`src/common/sync_defs.svh`:
```
`ifndef SYNC_DEFS_SVH
`define SYNC_DEFS_SVH

////////////////////////////////////////////////////////////
// widths
////////////////////////////////////////////////////////////
`define PORT_NUMBER          4
`define DATA_WIDTH           64
`define CTRL_WIDTH           8
`define TIME_WIDTH           64
`define SYNC_INTERVAL_WIDTH  16   // us
`define SYNC_TIMEOUT_WIDTH   16   // in sync intervals
`define LINK_DELAY_WIDTH     32   // ns

////////////////////////////////////////////////////////////
// timing
////////////////////////////////////////////////////////////
`define CLK_PERIOD_NS        64'd8
`define CYCLES_PER_US        125
`define FRAME_WORDS          9

// receive path compensation, 690 cycles of 8 ns plus 16 ns
`define RX_FIXED_DELAY_NS    64'd5536

////////////////////////////////////////////////////////////
// sync frame constants
////////////////////////////////////////////////////////////
`define PTP_MAC_DST          48'h011B_1900_0000
`define PTP_MAC_SRC          48'h3C97_0E0F_6857
`define PTP_ETHERTYPE        16'h88F7
`define PTP_VERSION          4'h2
`define PTP_MSG_LENGTH       16'h002C
`define PTP_SOURCE_PORT_ID   80'h0000_FF05_2345_6789_ABCD
`define PTP_LOG_INTERVAL     8'h7F

`endif

```
`src/common/sync_pkg.sv`:
```
`include "sync_defs.svh"

package sync_pkg;

	typedef logic [`DATA_WIDTH-1:0]  data_word_t;
	typedef logic [`CTRL_WIDTH-1:0]  ctrl_byte_t;
	typedef logic [`TIME_WIDTH-1:0]  time_t;
	typedef logic [`PORT_NUMBER-1:0] port_mask_t; // one bit per port

	// control byte that travels with every frame word
	typedef enum logic [`CTRL_WIDTH-1:0] {
		CTRL_SOF  = 8'hFF,
		CTRL_BODY = 8'h00,
		CTRL_EOF  = 8'h01
	} ctrl_code_t;

	typedef enum logic [1:0] {
		RX_IDLE,
		RX_WAIT_SOF,
		RX_BODY,
		RX_DONE
	} rx_state_t;

	typedef enum logic {
		TX_IDLE,
		TX_SEND
	} tx_state_t;

endpackage

```
`src/sync_rx/sync_rx_port_arb.sv`:
```
`timescale 1ns/1ps
`include "sync_defs.svh"

module sync_rx_port_arb import sync_pkg::*; (
	input  logic       clk,
	input  logic       rst,
	input  logic       slave_mode,
	input  logic       master_mode,
	input  port_mask_t sync_rx_valid,
	input  logic       rx_busy,
	input  logic       tx_busy,
	input  logic       rx_last_word,
	output port_mask_t sync_rdy,
	output port_mask_t ingress_port
);

	port_mask_t lowest_valid;
	logic       grant_ok;

	assign lowest_valid = sync_rx_valid & (~sync_rx_valid + 1'b1); // isolate lowest set bit

	// no new grant while a frame is in flight on either side
	assign grant_ok = slave_mode && !master_mode && !rx_busy && !tx_busy &&
		(sync_rdy == '0) && (sync_rx_valid != '0);

	always_ff @(posedge clk or posedge rst) begin
		if (rst) begin
			sync_rdy     <= '0;
			ingress_port <= '0;
		end else if (grant_ok) begin
			sync_rdy     <= lowest_valid;
			ingress_port <= lowest_valid;
		end else if (rx_last_word) begin
			sync_rdy <= '0; // ingress_port stays for relay masking
		end
	end

endmodule

```
`src/sync_rx/sync_rx_parser.sv`:
```
`timescale 1ns/1ps
`include "sync_defs.svh"

module sync_rx_parser import sync_pkg::*; (
	input  logic                         clk,
	input  logic                         rst,
	input  logic                         master_mode,
	input  port_mask_t                   ingress_port,
	input  data_word_t                   sync_data,
	input  ctrl_byte_t                   sync_ctrl,
	input  port_mask_t                   sync_wr,
	input  logic [`LINK_DELAY_WIDTH-1:0] link_delay,
	output logic                         rx_busy,
	output logic                         rx_last_word,
	output logic                         rx_done,
	output data_word_t                   rx_header,
	output logic [47:0]                  rx_mac_dst,
	output logic [47:0]                  rx_mac_src,
	output time_t                        rx_correction,
	output logic [79:0]                  rx_origin,
	output logic [47:0]                  rx_trailer,
	output time_t                        rx_time
);

	rx_state_t  state;
	logic [3:0] word_idx;
	logic       word_valid;
	time_t      origin_lo; // origin[63:0] with the last word still on the bus

	assign word_valid   = |(sync_wr & ingress_port);
	assign rx_busy      = (state == RX_BODY) || (state == RX_DONE);
	assign rx_last_word = (state == RX_BODY) && word_valid &&
		(word_idx == 4'(`FRAME_WORDS - 1));
	assign rx_done      = (state == RX_DONE);
	assign origin_lo    = {rx_origin[63:16], sync_data[63:48]};

	////////////////////////////////////////////////////////////
	// receive FSM
	////////////////////////////////////////////////////////////
	always_ff @(posedge clk or posedge rst) begin
		if (rst) begin
			state    <= RX_IDLE;
			word_idx <= '0;
		end else if (master_mode) begin
			state <= RX_IDLE;
		end else begin
			case (state)
				RX_IDLE: state <= RX_WAIT_SOF;
				RX_WAIT_SOF: begin
					if (word_valid && sync_ctrl == CTRL_SOF) begin
						state    <= RX_BODY;
						word_idx <= 4'd1;
					end
				end
				RX_BODY: begin
					if (word_valid) begin
						word_idx <= word_idx + 1'b1;
						if (rx_last_word)
							state <= RX_DONE;
					end
				end
				default: state <= RX_IDLE; // done lasts one cycle
			endcase
		end
	end

	// field capture
	always_ff @(posedge clk) begin
		if (state == RX_WAIT_SOF && word_valid && sync_ctrl == CTRL_SOF)
			rx_header <= sync_data;
		if (state == RX_BODY && word_valid) begin
			case (word_idx)
				4'd1: begin
					rx_mac_dst         <= sync_data[63:16];
					rx_mac_src[47:32]  <= sync_data[15:0];
				end
				4'd2: rx_mac_src[31:0] <= sync_data[63:32];
				4'd3: rx_correction[63:48] <= sync_data[15:0];
				4'd4: rx_correction[47:0]  <= sync_data[63:16];
				4'd7: rx_origin[79:16] <= sync_data;
				4'd8: begin
					rx_origin[15:0] <= sync_data[63:48];
					rx_trailer      <= sync_data[47:0];
					rx_time <= origin_lo + rx_correction + time_t'(link_delay) +
						`RX_FIXED_DELAY_NS;
				end
				default: ; // words 5 and 6 carry constants only
			endcase
		end
	end

endmodule

```
`src/sync_tx/sync_tx_framer.sv`:
```
`timescale 1ns/1ps
`include "sync_defs.svh"

module sync_tx_framer import sync_pkg::*; (
	input  logic                         clk,
	input  logic                         rst,
	input  logic                         master_mode,
	input  logic                         sync_tick,
	input  logic                         rx_done,
	input  data_word_t                   rx_header,
	input  logic [47:0]                  rx_mac_dst,
	input  logic [47:0]                  rx_mac_src,
	input  time_t                        rx_correction,
	input  logic [79:0]                  rx_origin,
	input  logic [47:0]                  rx_trailer,
	input  logic [`LINK_DELAY_WIDTH-1:0] link_delay,
	input  time_t                        local_clk_counter,
	input  time_t                        global_time,
	output logic                         tx_busy,
	output data_word_t                   tx_data,
	output ctrl_byte_t                   tx_ctrl,
	output logic                         tx_wr
);

	localparam logic [79:0] PORT_ID = `PTP_SOURCE_PORT_ID;

	tx_state_t   state;
	logic [3:0]  word_idx;
	logic        start;
	data_word_t  hdr_q;
	logic [47:0] mac_dst_q;
	logic [47:0] mac_src_q;
	time_t       corr_q;
	logic [79:0] origin_q;
	logic [47:0] trailer_q;

	// a tick during a busy frame is lost
	assign start   = rx_done || (sync_tick && master_mode && state == TX_IDLE);
	assign tx_busy = (state == TX_SEND);
	assign tx_wr   = (state == TX_SEND);

	always_ff @(posedge clk or posedge rst) begin
		if (rst) begin
			state    <= TX_IDLE;
			word_idx <= '0;
		end else if (start) begin
			state    <= TX_SEND;
			word_idx <= '0;
		end else if (state == TX_SEND) begin
			word_idx <= word_idx + 1'b1;
			if (word_idx == 4'(`FRAME_WORDS - 1))
				state <= TX_IDLE;
		end
	end

	////////////////////////////////////////////////////////////
	// field snapshot for master or relay
	////////////////////////////////////////////////////////////
	always_ff @(posedge clk) begin
		if (start) begin
			if (rx_done) begin
				hdr_q     <= rx_header;
				mac_dst_q <= rx_mac_dst;
				mac_src_q <= rx_mac_src;
				corr_q    <= rx_correction + time_t'(link_delay); // add our hop
				origin_q  <= rx_origin;
				trailer_q <= rx_trailer;
			end else begin
				hdr_q     <= local_clk_counter;
				mac_dst_q <= `PTP_MAC_DST;
				mac_src_q <= `PTP_MAC_SRC;
				corr_q    <= '0;
				origin_q  <= {16'h0, global_time};
				trailer_q <= '0;
			end
		end
	end

	// word sequencer
	always_comb begin
		case (word_idx)
			4'd0: tx_data = hdr_q;
			4'd1: tx_data = {mac_dst_q, mac_src_q[47:32]};
			4'd2: tx_data = {mac_src_q[31:0], `PTP_ETHERTYPE, 12'h000, `PTP_VERSION};
			4'd3: tx_data = {`PTP_MSG_LENGTH, 8'h00, 8'h00, 16'h0000, corr_q[63:48]};
			4'd4: tx_data = {corr_q[47:0], 16'h0000};
			4'd5: tx_data = {16'h0000, PORT_ID[79:32]};
			4'd6: tx_data = {PORT_ID[31:0], 16'h0000, 8'h00, `PTP_LOG_INTERVAL};
			4'd7: tx_data = origin_q[79:16];
			default: tx_data = {origin_q[15:0], trailer_q};
		endcase
		if (word_idx == 4'd0)
			tx_ctrl = CTRL_SOF;
		else if (word_idx == 4'(`FRAME_WORDS - 1))
			tx_ctrl = CTRL_EOF;
		else
			tx_ctrl = CTRL_BODY;
	end

endmodule

```
`src/sync_tx/sync_tx_fanout.sv`:
```
`timescale 1ns/1ps
`include "sync_defs.svh"

module sync_tx_fanout import sync_pkg::*; (
	input  logic                                clk,
	input  logic                                rst,
	input  logic                                master_mode,
	input  logic                                slave_mode,
	input  port_mask_t                          udp_rdy,
	input  port_mask_t                          ingress_port,
	input  data_word_t                          tx_data,
	input  ctrl_byte_t                          tx_ctrl,
	input  logic                                tx_wr,
	output wire  [`PORT_NUMBER*`DATA_WIDTH-1:0] udp_data,
	output wire  [`PORT_NUMBER*`CTRL_WIDTH-1:0] udp_ctrl,
	output wire  port_mask_t                    udp_wr
);

	for (genvar p = 0; p < `PORT_NUMBER; p++) begin : g_port
		data_word_t data_q;
		ctrl_byte_t ctrl_q;
		logic       wr_q;
		logic       allowed;

		// relay never goes back out of the ingress port
		assign allowed = udp_rdy[p] && (master_mode || (slave_mode && !ingress_port[p]));

		always_ff @(posedge clk or posedge rst) begin
			if (rst) begin
				data_q <= '0;
				ctrl_q <= '0;
				wr_q   <= 1'b0;
			end else begin
				data_q <= allowed ? tx_data : '0;
				ctrl_q <= allowed ? tx_ctrl : '0;
				wr_q   <= allowed && tx_wr; // dropped under back-pressure
			end
		end

		assign udp_data[p*`DATA_WIDTH +: `DATA_WIDTH] = data_q;
		assign udp_ctrl[p*`CTRL_WIDTH +: `CTRL_WIDTH] = ctrl_q;
		assign udp_wr[p] = wr_q;
	end

endmodule

```
`src/hw/sync_time_base.sv`:
```
`timescale 1ns/1ps
`include "sync_defs.svh"

module sync_time_base import sync_pkg::*; (
	input  logic  clk,
	input  logic  rst,
	input  logic  rx_done,
	input  time_t rx_time,
	output time_t local_clk_counter,
	output time_t global_time
);

	// free-running cycle count
	always_ff @(posedge clk or posedge rst) begin
		if (rst)
			local_clk_counter <= '0;
		else
			local_clk_counter <= local_clk_counter + 1'b1;
	end

	////////////////////////////////////////////////////////////
	// global time in ns, loaded from a received sync frame
	////////////////////////////////////////////////////////////
	always_ff @(posedge clk or posedge rst) begin
		if (rst)
			global_time <= '0;
		else if (rx_done)
			global_time <= rx_time;
		else
			global_time <= global_time + `CLK_PERIOD_NS;
	end

endmodule

```
`src/hw/sync_interval_timer.sv`:
```
`timescale 1ns/1ps
`include "sync_defs.svh"

module sync_interval_timer (
	input  logic                            clk,
	input  logic                            rst,
	input  logic                            master_mode,
	input  logic                            slave_mode,
	input  logic [`SYNC_INTERVAL_WIDTH-1:0] sync_interval,
	input  logic [`SYNC_TIMEOUT_WIDTH-1:0]  sync_timeout,
	input  logic                            rx_done,
	output logic                            sync_tick,
	output logic                            sync_state
);

	logic [6:0]                      us_cnt;
	logic                            us_wrap;
	logic [`SYNC_INTERVAL_WIDTH-1:0] interval_cnt;
	logic [`SYNC_TIMEOUT_WIDTH-1:0]  timeout_cnt;

	assign us_wrap = (us_cnt == 7'(`CYCLES_PER_US - 1));

	// 1 us prescaler and interval count
	always_ff @(posedge clk or posedge rst) begin
		if (rst) begin
			us_cnt       <= '0;
			interval_cnt <= '0;
			sync_tick    <= 1'b0;
		end else begin
			us_cnt <= us_wrap ? '0 : us_cnt + 1'b1;
			if (interval_cnt == sync_interval) begin
				interval_cnt <= '0;
				sync_tick    <= 1'b1;
			end else begin
				sync_tick <= 1'b0;
				if (us_wrap)
					interval_cnt <= interval_cnt + 1'b1;
			end
		end
	end

	////////////////////////////////////////////////////////////
	// slave timeout, counted in sync intervals
	////////////////////////////////////////////////////////////
	always_ff @(posedge clk or posedge rst) begin
		if (rst)
			timeout_cnt <= '0;
		else if (rx_done || master_mode)
			timeout_cnt <= '0;
		else if (slave_mode && sync_tick && timeout_cnt != sync_timeout)
			timeout_cnt <= timeout_cnt + 1'b1; // saturates at sync_timeout
	end

	always_ff @(posedge clk or posedge rst) begin
		if (rst)
			sync_state <= 1'b0;
		else if (master_mode)
			sync_state <= 1'b1;
		else if (slave_mode)
			sync_state <= (timeout_cnt < sync_timeout);
		else
			sync_state <= 1'b0;
	end

endmodule

```
`src/hw/sync_event_ctrl.sv`:
```
`timescale 1ns/1ps
`include "sync_defs.svh"

module sync_event_ctrl import sync_pkg::*; (
	input  logic                                  clk,
	input  logic                                  rst,
	input  logic                                  master_mode,
	input  logic                                  slave_mode,
	input  port_mask_t                            sync_rx_valid,
	input  logic [`SYNC_INTERVAL_WIDTH-1:0]       sync_interval,
	input  logic [`SYNC_TIMEOUT_WIDTH-1:0]        sync_timeout,
	input  logic [`LINK_DELAY_WIDTH-1:0]          link_delay,
	input  data_word_t                            sync_data,
	input  ctrl_byte_t                            sync_ctrl,
	input  port_mask_t                            sync_wr,
	input  port_mask_t                            udp_rdy,
	output wire  [`PORT_NUMBER*`DATA_WIDTH-1:0]   udp_data,
	output wire  [`PORT_NUMBER*`CTRL_WIDTH-1:0]   udp_ctrl,
	output wire  port_mask_t                      udp_wr,
	output port_mask_t                            sync_rdy,
	output time_t                                 local_clk_counter,
	output time_t                                 global_time,
	output logic                                  sync_state
);

	logic        sync_tick;
	logic        rx_busy;
	logic        rx_last_word;
	logic        rx_done;
	port_mask_t  ingress_port;
	data_word_t  rx_header;
	logic [47:0] rx_mac_dst;
	logic [47:0] rx_mac_src;
	time_t       rx_correction;
	logic [79:0] rx_origin;
	logic [47:0] rx_trailer;
	time_t       rx_time;
	logic        tx_busy;
	data_word_t  tx_data;
	ctrl_byte_t  tx_ctrl;
	logic        tx_wr;

	////////////////////////////////////////////////////////////
	// receive side
	////////////////////////////////////////////////////////////
	sync_rx_port_arb i_port_arb (
		.clk, .rst, .slave_mode, .master_mode, .sync_rx_valid,
		.rx_busy, .tx_busy, .rx_last_word, .sync_rdy, .ingress_port
	);

	sync_rx_parser i_parser (
		.clk, .rst, .master_mode, .ingress_port, .sync_data, .sync_ctrl,
		.sync_wr, .link_delay, .rx_busy, .rx_last_word, .rx_done,
		.rx_header, .rx_mac_dst, .rx_mac_src, .rx_correction, .rx_origin,
		.rx_trailer, .rx_time
	);

	////////////////////////////////////////////////////////////
	// transmit side
	////////////////////////////////////////////////////////////
	sync_tx_framer i_framer (
		.clk, .rst, .master_mode, .sync_tick, .rx_done, .rx_header,
		.rx_mac_dst, .rx_mac_src, .rx_correction, .rx_origin, .rx_trailer,
		.link_delay, .local_clk_counter, .global_time,
		.tx_busy, .tx_data, .tx_ctrl, .tx_wr
	);

	sync_tx_fanout i_fanout (
		.clk, .rst, .master_mode, .slave_mode, .udp_rdy, .ingress_port,
		.tx_data, .tx_ctrl, .tx_wr, .udp_data, .udp_ctrl, .udp_wr
	);

	// time keeping and timers
	sync_time_base i_time_base (
		.clk, .rst, .rx_done, .rx_time, .local_clk_counter, .global_time
	);

	sync_interval_timer i_interval_timer (
		.clk, .rst, .master_mode, .slave_mode, .sync_interval, .sync_timeout,
		.rx_done, .sync_tick, .sync_state
	);

endmodule

```
`config.mk`:
```
export PLATFORM = sky130hd
export DESIGN_NAME = sync_event_ctrl
export DESIGN_NICKNAME = d
export VERILOG_FILES = /design/src/common/sync_pkg.sv /design/src/sync_rx/sync_rx_port_arb.sv /design/src/sync_rx/sync_rx_parser.sv /design/src/sync_tx/sync_tx_framer.sv /design/src/sync_tx/sync_tx_fanout.sv /design/src/hw/sync_time_base.sv /design/src/hw/sync_interval_timer.sv /design/src/hw/sync_event_ctrl.sv
export VERILOG_INCLUDE_DIRS = /design/src /design/src/common
export SDC_FILE = /design/constraint.sdc
export NUM_CORES = 2
export LEC_CHECK = 0
export ABC_AREA = 1
export BUFFER_PORTS_ARGS = -buffer_cell sky130_fd_sc_hd__buf_2
export CELL_PAD_IN_SITES_DETAIL_PLACEMENT = 1
export CELL_PAD_IN_SITES_GLOBAL_PLACEMENT = 1
export CORE_AREA = 2 2 337 405
export CTS_CLUSTER_DIAMETER = 30
export CTS_CLUSTER_SIZE = 20
export DETAILED_ROUTE_END_ITERATION = 8
export DIE_AREA = 0 0 339 407
export GPL_ROUTABILITY_DRIVEN = 0
export PLACE_DENSITY_LB_ADDON = 0.3
export SYNTH_ARGS = -nofsm -noshare
export SYNTH_HDL_FRONTEND = slang
export SYNTH_SLANG_ARGS = --single-unit
export TNS_END_PERCENT = 20
```
`constraint.sdc`:
```
create_clock -name clk -period 47.1 [get_ports clk]
set_input_delay 7.065 -clock clk [delete_from_list [all_inputs] [get_ports clk]]
set_output_delay 7.065 -clock clk [all_outputs]
set_load 0.005 [all_outputs]
```
Word level (Yosys, flattened, before mapping)
Cells that the tools add are included.
{"block": "totals", "in_bits": 152, "ff_bits": 1248, "output_inout_bits": 425}
{"block": "classes", "bitwise": 5, "order_cmp": 1, "n_reduce_logical": 58, "n_mux": 37, "n_addsub": 12, "eq_ne": 26}
{"cell": "one-hot mux 64 bit (8 select lines)", "n": 1}
{"cell": "two-way mux 64 bit", "n": 7}
{"cell": "adder 64 x 32 -> 64 bit", "n": 2}
{"cell": "adder 64 x 1 -> 64 bit, second input constant", "n": 1}
{"cell": "adder 64 x 13 -> 64 bit, second input constant", "n": 1}
{"cell": "adder 64 x 4 -> 64 bit, second input constant", "n": 1}
{"cell": "adder 64 bit", "n": 1}
{"cell": "two-way mux 16 bit", "n": 4}
{"cell": "two-way mux 8 bit", "n": 5}
{"cell": "adder 16 x 1 -> 16 bit, second input constant", "n": 2}
{"cell": "logical AND 1 bit", "n": 26}
{"cell": "equality test 4 x 3 -> 1 bit, second input constant", "n": 6}
{"cell": "two-way mux 4 bit", "n": 6}
{"cell": "equality test 16 bit", "n": 1}
{"cell": "equality test 4 x 2 -> 1 bit, second input constant", "n": 4}
{"cell": "less-than comparator 16 bit", "n": 1}
{"cell": "inequality test 16 bit", "n": 1}
{"cell": "adder 4 x 1 -> 4 bit, second input constant", "n": 3}
{"cell": "AND reduction 2 bit", "n": 6}
{"cell": "nonzero test 2 bit", "n": 5}
{"cell": "inequality test 3 x 2 -> 1 bit, second input constant", "n": 3}
{"cell": "AND 4 bit", "n": 2}
{"cell": "equality test 4 x 1 -> 1 bit, second input constant", "n": 2}
{"cell": "equality test 4 bit, second input constant", "n": 2}
{"cell": "other kinds (21)", "n": 46}

Longest topological paths before layout
{"block": "depth", "word_depth": 8, "mapped_depth": 19, "depth_no_buf": 19}

Modules after synthesis
From an unflattened synthesis, not the netlist that was laid out.
{"block": "unflattened", "cells_unflattened": 6916, "area_unflattened_um2": 61915.6}
{"module": "sync_rx_parser", "cells_each": 1989, "seq_area_each_um2": 12642.1, "area_per_inst_um2": 21050.2, "instances": 1}
{"module": "sync_tx_framer", "cells_each": 2541, "seq_area_each_um2": 10695.3, "area_per_inst_um2": 20271.9, "instances": 1}
{"module": "sync_tx_fanout", "cells_each": 707, "seq_area_each_um2": 7307.0, "area_per_inst_um2": 9190.1, "instances": 1}
{"module": "sync_time_base", "cells_each": 1155, "seq_area_each_um2": 3203.1, "area_per_inst_um2": 7902.6, "instances": 1}
{"module": "sync_interval_timer", "cells_each": 468, "seq_area_each_um2": 1026.0, "area_per_inst_um2": 3091.7, "instances": 1}
{"module": "sync_rx_port_arb", "cells_each": 56, "seq_area_each_um2": 200.2, "area_per_inst_um2": 409.1, "instances": 1}

Worst setup path before layout
OpenSTA, ideal clock, no wires.
{"block": "synth_timing", "path_kind": "input to register", "from": "in master_mode", "to": "reg i_framer.word_idx[3]", "t_arrival_ns": 14.259, "stages": 3, "n_path_buf": 0, "required_time_ns": 46.625, "slack_ns": 32.365, "setup_ns": 0.475, "cell_sequence": "a31oi_1 -> inv_1 -> nor3_1"}
{"block": "synth_via", "elab_chain_cells": 4, "elab_cells_between_ends": 5, "classes_between": "mux (1); reduce/logical (4)"}
{"item": "start: declaration", "line_no": "sync_event_ctrl.sv:7", "text": "input logic master_mode,"}
{"item": "logical AND 1 bit * (2 in series)", "line_no": "sync_tx_framer.sv:38", "text": "assign start = rx_done || (sync_tick && master_mode && state == TX_IDLE);"}
{"item": "logical OR 1 bit *", "line_no": "sync_tx_framer.sv:38"}
{"item": "named net i_framer.start", "line_no": "sync_tx_framer.sv:29", "text": "logic start;"}
{"item": "two-way mux 4 bit or nonzero test 2 bit (tied branches)"}
{"item": "end signal: assignment", "line_no": "sync_tx_framer.sv:50", "text": "word_idx <= word_idx + 1'b1;"}
{"item": "end: declaration", "line_no": "sync_tx_framer.sv:28", "text": "logic [3:0] word_idx;"}
Mark *: on every way through the listed nets, which the timed path passes. The rest lies on a longest branch.
A chain may end at the register's enable or synchronous reset.

Worst setup path in the final report
{"block": "layout_timing", "from": "in sync_data[50]", "to": "reg i_parser.rx_time[62], data pin"}
{"block": "layout_via", "elab_chain_cells": 3}
{"item": "start: declaration", "line_no": "sync_event_ctrl.sv:13", "text": "input data_word_t sync_data,"}
{"item": "adder 64 bit", "line_no": "sync_rx_parser.sv:84", "text": "rx_time <= origin_lo + rx_correction + time_t'(link_delay) +"}
{"item": "adder 64 x 32 -> 64 bit", "line_no": "sync_rx_parser.sv:84"}
{"item": "adder 64 x 13 -> 64 bit (no source line)"}
{"item": "end signal: assignment", "line_no": "sync_rx_parser.sv:84"}
{"item": "end: declaration", "line_no": "sync_rx_parser.sv:22", "text": "output time_t rx_time"}
No other way between the ends.

==> run summary <==
Synthesis produced a netlist with a net count of 6865. The mapped netlist covers 0.0599 mm^2. For the area of the die, the log shows 0.138 mm^2. The peak fanout along the critical path works out to 7. TritonCTS built the clock tree. Global routing usage summed across all routing layers: 0.364.

Input and output buffers added on the ports amount to 576. STA classifies the critical path startpoint as an input pin. The post-route core utilization was 0.543; the deepest clock path buffer count was 3. For this run, the post-layout net count is 7547. The number of inserted filler cells in the final layout was 15200; the final critical-path share of the clock period was 0.205. STA puts the critical path data arrival time at 10.28 ns.

The maximum number of pins on one net before global-route repair is 133. The tree is rooted in a sky130_fd_sc_hd__clkbuf_16. In the routed design, unresolved DRC markers number 0.

After the first detailed-routing iteration, the DRC count stood at 5474. The proportion of layout cells with a drive suffix above 1 was 0.157; the count of final max-slew check failures was 0. The non-filler instance count after layout was 9158.

The tools report the largest voltage drop on the vdd net as 0.0360 mV. Derived from the worst setup path, the maximum achievable clock frequency is 0.103 GHz. The number of synthesized flops with an enable pin works out to 768. The tools report the cell row count as 147. The region available for standard cell placement spans 0.134 mm^2. Before antenna repair, the detailed router went through 6 iterations. Final number of hold-violating endpoints: 0.

The tools report the initial antenna violation count as 53. The tools report the kind of capture point of the worst setup path as a flop. The design area was 0.0726 mm^2; the total wire length was 255000 um. The logs give 0 ns for the total negative slack for setup checks and 8702 for the placed instance count. The main flop type after synthesis is sky130_fd_sc_hd__edfxtp_1. For the cell count after synthesis, the log shows 6459.

The total overflow reported by the global router was 0; the detailed placer's ending HPWL was 188000 um. Pin placement for this block handled 577 I/O pins. At the worst endpoint, the required time is 47.71 ns. The ratio of routed vias to standard cells is 5.62. The first global-routing pass estimated 362000 um of wire. The run gives 0.0349 uW as the standby leakage power. For the total power of the final layout, the log shows 4020 uW.

The number of gates resized after CTS was 0. The count of cell types in the netlist is 59, and the clock-pin slew reported for the worst setup and hold paths after clock tree synthesis is 0.05 ns. Category of the critical setup timing path: input pin to flop. The fraction of the yosys area taken by sequential cells is 0.576, and the slew at the pin with the worst max-slew slack is 1.13 ns. The H-tree generated during clock tree synthesis spans 4 levels.

For the worst-skew pair, the clock arrives at the later sink with an insertion delay of 0.87 ns. The min-delay analysis places its worst path in the category flop to flop. The flip-flop and latch count after synthesis came out at 1224. The share of async-settable or async-resettable flops after synthesis is 0.373, and the power density over the cells is 55.4 mW/mm^2. Measured along the x axis, the die boundary spans 339 um. Setup violations remaining at the end of the flow were counted as 0. The effective utilization at floorplan is 0.448, and the clock skew is 0.0483 ns. Detailed routing inserted a total of 51500 vias.

The wire length per cell after detailed routing was 27.8 um. Setup repair after global routing left no endpoint under its margin. The yosys synthesis warning count is 0, and the number of max-cap violations is 0.

The flow ran to the end, and the final reports show no timing, DRC or antenna violations. The final critical path time including I/O delays and setup was 9.67 ns. After clock tree synthesis, the flow added hold-fix buffers numbering 0. In this run the remaining antenna-violating nets after routing total 0. The total clock buffers created by CTS is 225.

The cell area reported after detailed placement was 0.0646 mm^2; the number of global-route vias before repair was 53500. The count of clock tree sinks was 1224; the area added between synthesis and finish was 21.2%. The die is 407 um tall. Once the clock tree was built, the setup fixing pass inserted 0 buffers.

The worst slew margin relative to its limit is 0.245. The mean area per synthesized cell was 9.27 um^2.
## synthesized netlist by cell type (all sizes together) (2+ instances only)
| master | number | area, um^2 |
|---|---|---|
| a221oi | 29 | 317 |
| edfxtp | 768 | 23100 |
| fa | 34 | 681 |
| nor3 | 120 | 663 |
| and3 | 2 | 12.5 |
| nand4 | 91 | 569 |
| or2 | 36 | 225 |
| a21boi | 2 | 15.0 |
| nor3b | 8 | 70.1 |
| buf | 102 | 559 |
| nand3 | 244 | 1250 |
| a22o | 29 | 254 |
| o31ai | 8 | 60.1 |
| nand3b | 7 | 52.6 |
| a21oi | 222 | 1110 |
| o32ai | 5 | 81.3 |
| nand2 | 1931 | 7290 |
| a211oi | 3 | 32.5 |
| dfrtp | 456 | 11400 |
| o21a | 11 | 82.6 |
| o22ai | 11 | 68.8 |
| a21o | 3 | 22.5 |
| inv | 1058 | 3970 |
| nor4 | 21 | 159 |
| nor2 | 584 | 2310 |
| a31oi | 12 | 75.1 |
| ha | 220 | 2750 |
| clkbuf | 56 | 210 |
| clkinv | 2 | 7.51 |
| o21bai | 14 | 105 |
| xor2 | 123 | 1080 |
| and2 | 5 | 31.3 |
| xnor2 | 19 | 166 |
| o21ai | 218 | 1090 |
## critical path, cell delays in order
cell,delay (ns)
sky130_fd_sc_hd__buf_2,0.20
sky130_fd_sc_hd__inv_1,0.12
sky130_fd_sc_hd__fa_1,0.52
sky130_fd_sc_hd__inv_1,0.05
sky130_fd_sc_hd__ha_1,0.29
sky130_fd_sc_hd__ha_1,0.30
sky130_fd_sc_hd__fa_1,0.49
sky130_fd_sc_hd__nand3_1,0.11
sky130_fd_sc_hd__nand2_1,0.10
sky130_fd_sc_hd__nand2_1,0.08
sky130_fd_sc_hd__nand2_1,0.13
sky130_fd_sc_hd__nand2_1,0.09
sky130_fd_sc_hd__nand2_1,0.18
sky130_fd_sc_hd__nand2_1,0.13
sky130_fd_sc_hd__nand2_1,0.13
sky130_fd_sc_hd__nand2_1,0.11
sky130_fd_sc_hd__nand2_1,0.06
sky130_fd_sc_hd__nand2_1,0.06
sky130_fd_sc_hd__nand2_1,0.04
## final timing paths
check / to / cells past startpoint / start / slack (ns)
setup / recovery: i_parser.rx_time[62] / 19 / sync_data[50] / 37.43
hold reg to reg: i_time_base.global_time[57] / 2 / i_parser.rx_time[57] / 0.47
min in group asynchronous: i_interval_timer.timeout_cnt[4] / 2 / rst / 6.38
hold / removal: i_time_base.global_time[57] / 2 / i_parser.rx_time[57] / 0.47
setup reg to reg: i_parser.rx_time[24] / 12 / i_parser.rx_origin[20] / 43.26
max in group asynchronous: i_time_base.global_time[4] / 5 / rst / 37.56
## cell type report
class	instances	area, um^2	area share
tap	1788	2240	0.0308
inverter	1060	4000	0.0552
antenna	26	65.1	0.000896
clock buffer	255	6040	0.0833
multi-input combinational	4017	20700	0.286
clock inverter	175	1860	0.0256
sequential	1224	34500	0.475
timing repair buffer	613	3170	0.0437
## cells by family after synthesis
family	Yosys count	share of synthesized area
adders and majority gates	254	0.0573
xor gates and xnor gates	142	0.0208
muxes	1	0.000167
AOI/OAI and AO/OA	569	0.0558
and+or+nand+nor	3051	0.211
buffers and inverters	1218	0.0793
DFF	1224	0.576
## through the flow
step                      worst slack (ns)  hold slack, ns
after floorplan                      27.32           0.425
after global routing                 37.11           0.495
after global placement               36.66           0.456
final                                37.43           0.467
after detailed placement             36.59           0.466
after CTS                            37.46           0.472
## sequential cells by signal (all words and copies together), names as in the netlist, 7 cells and up
name,count
i_time_base.local_clk_counter,64
i_interval_timer.interval_cnt,16
i_framer.mac_src_q,48
i_parser.rx_time,64
i_framer.mac_dst_q,48
i_fanout.g_port.ctrl_q,8
i_parser.rx_correction,64
i_time_base.global_time,64
i_fanout.g_port.data_q,256
i_parser.rx_trailer,48
i_framer.trailer_q,48
i_parser.rx_origin,80
i_interval_timer.timeout_cnt,16
i_framer.hdr_q,64
i_parser.rx_mac_dst,48
i_interval_timer.us_cnt,7
i_parser.rx_header,64
i_parser.rx_mac_src,48
i_framer.origin_q,80
i_framer.corr_q,64
## report_power, final
part	total, uW	leakage [uW]	internal [uW]	switching [uW]
combinational	917	0.0181	246	671
clock	1670	0.00384	1040	629
sequential	1430	0.0130	1320	109
total	4020	0.0349	2610	1410
## layout by cell type, fill, tap and decap left out, types with 19 or more instances in the layout
master | Yosys | final
sky130_fd_sc_hd__inv_1 | 1042 | 1038
sky130_fd_sc_hd__fa_1 | 34 | 34
sky130_fd_sc_hd__nand3_1 | 238 | 238
sky130_fd_sc_hd__a21oi_1 | 221 | 221
sky130_fd_sc_hd__o21ai_0 | 200 | 200
sky130_fd_sc_hd__buf_4 | 35 | 36
sky130_fd_sc_hd__a22o_1 | 29 | 29
sky130_fd_sc_hd__nor3_1 | 110 | 110
sky130_fd_sc_hd__or2_2 | 34 | 34
sky130_fd_sc_hd__xnor2_1 | 19 | 19
sky130_fd_sc_hd__buf_2 | 36 | 576
sky130_fd_sc_hd__xor2_1 | 123 | 123
sky130_fd_sc_hd__nor2_1 | 562 | 557
sky130_fd_sc_hd__edfxtp_1 | 768 | 768
sky130_fd_sc_hd__clkinv_4 | 0 | 28
sky130_fd_sc_hd__clkinvlp_4 | 0 | 23
sky130_fd_sc_hd__a221oi_1 | 19 | 19
sky130_fd_sc_hd__ha_1 | 220 | 219
sky130_fd_sc_hd__clkbuf_16 | 0 | 233
sky130_fd_sc_hd__dfrtp_1 | 456 | 455
sky130_fd_sc_hd__nand4_1 | 91 | 91
sky130_fd_sc_hd__diode_2 | 0 | 26
sky130_fd_sc_hd__inv_6 | 0 | 37
sky130_fd_sc_hd__nand2_1 | 1920 | 1920
sky130_fd_sc_hd__clkinv_2 | 0 | 31
## per-layer routing
metal | GRT usage | routed length, um | vias up | share of wire
met5 | 0 | 100 | - | 0.00039
met3 | 0.0826 | 23300 | 798 | 0.092
met4 | 0.281 | 22700 | 16 | 0.089
met2 | 0.594 | 119000 | 2787 | 0.47
met1 | 0.418 | 89200 | 25600 | 0.35
li1 | - | - | 22200 | -
No activity file was read; power rests on OpenSTA's default activity.
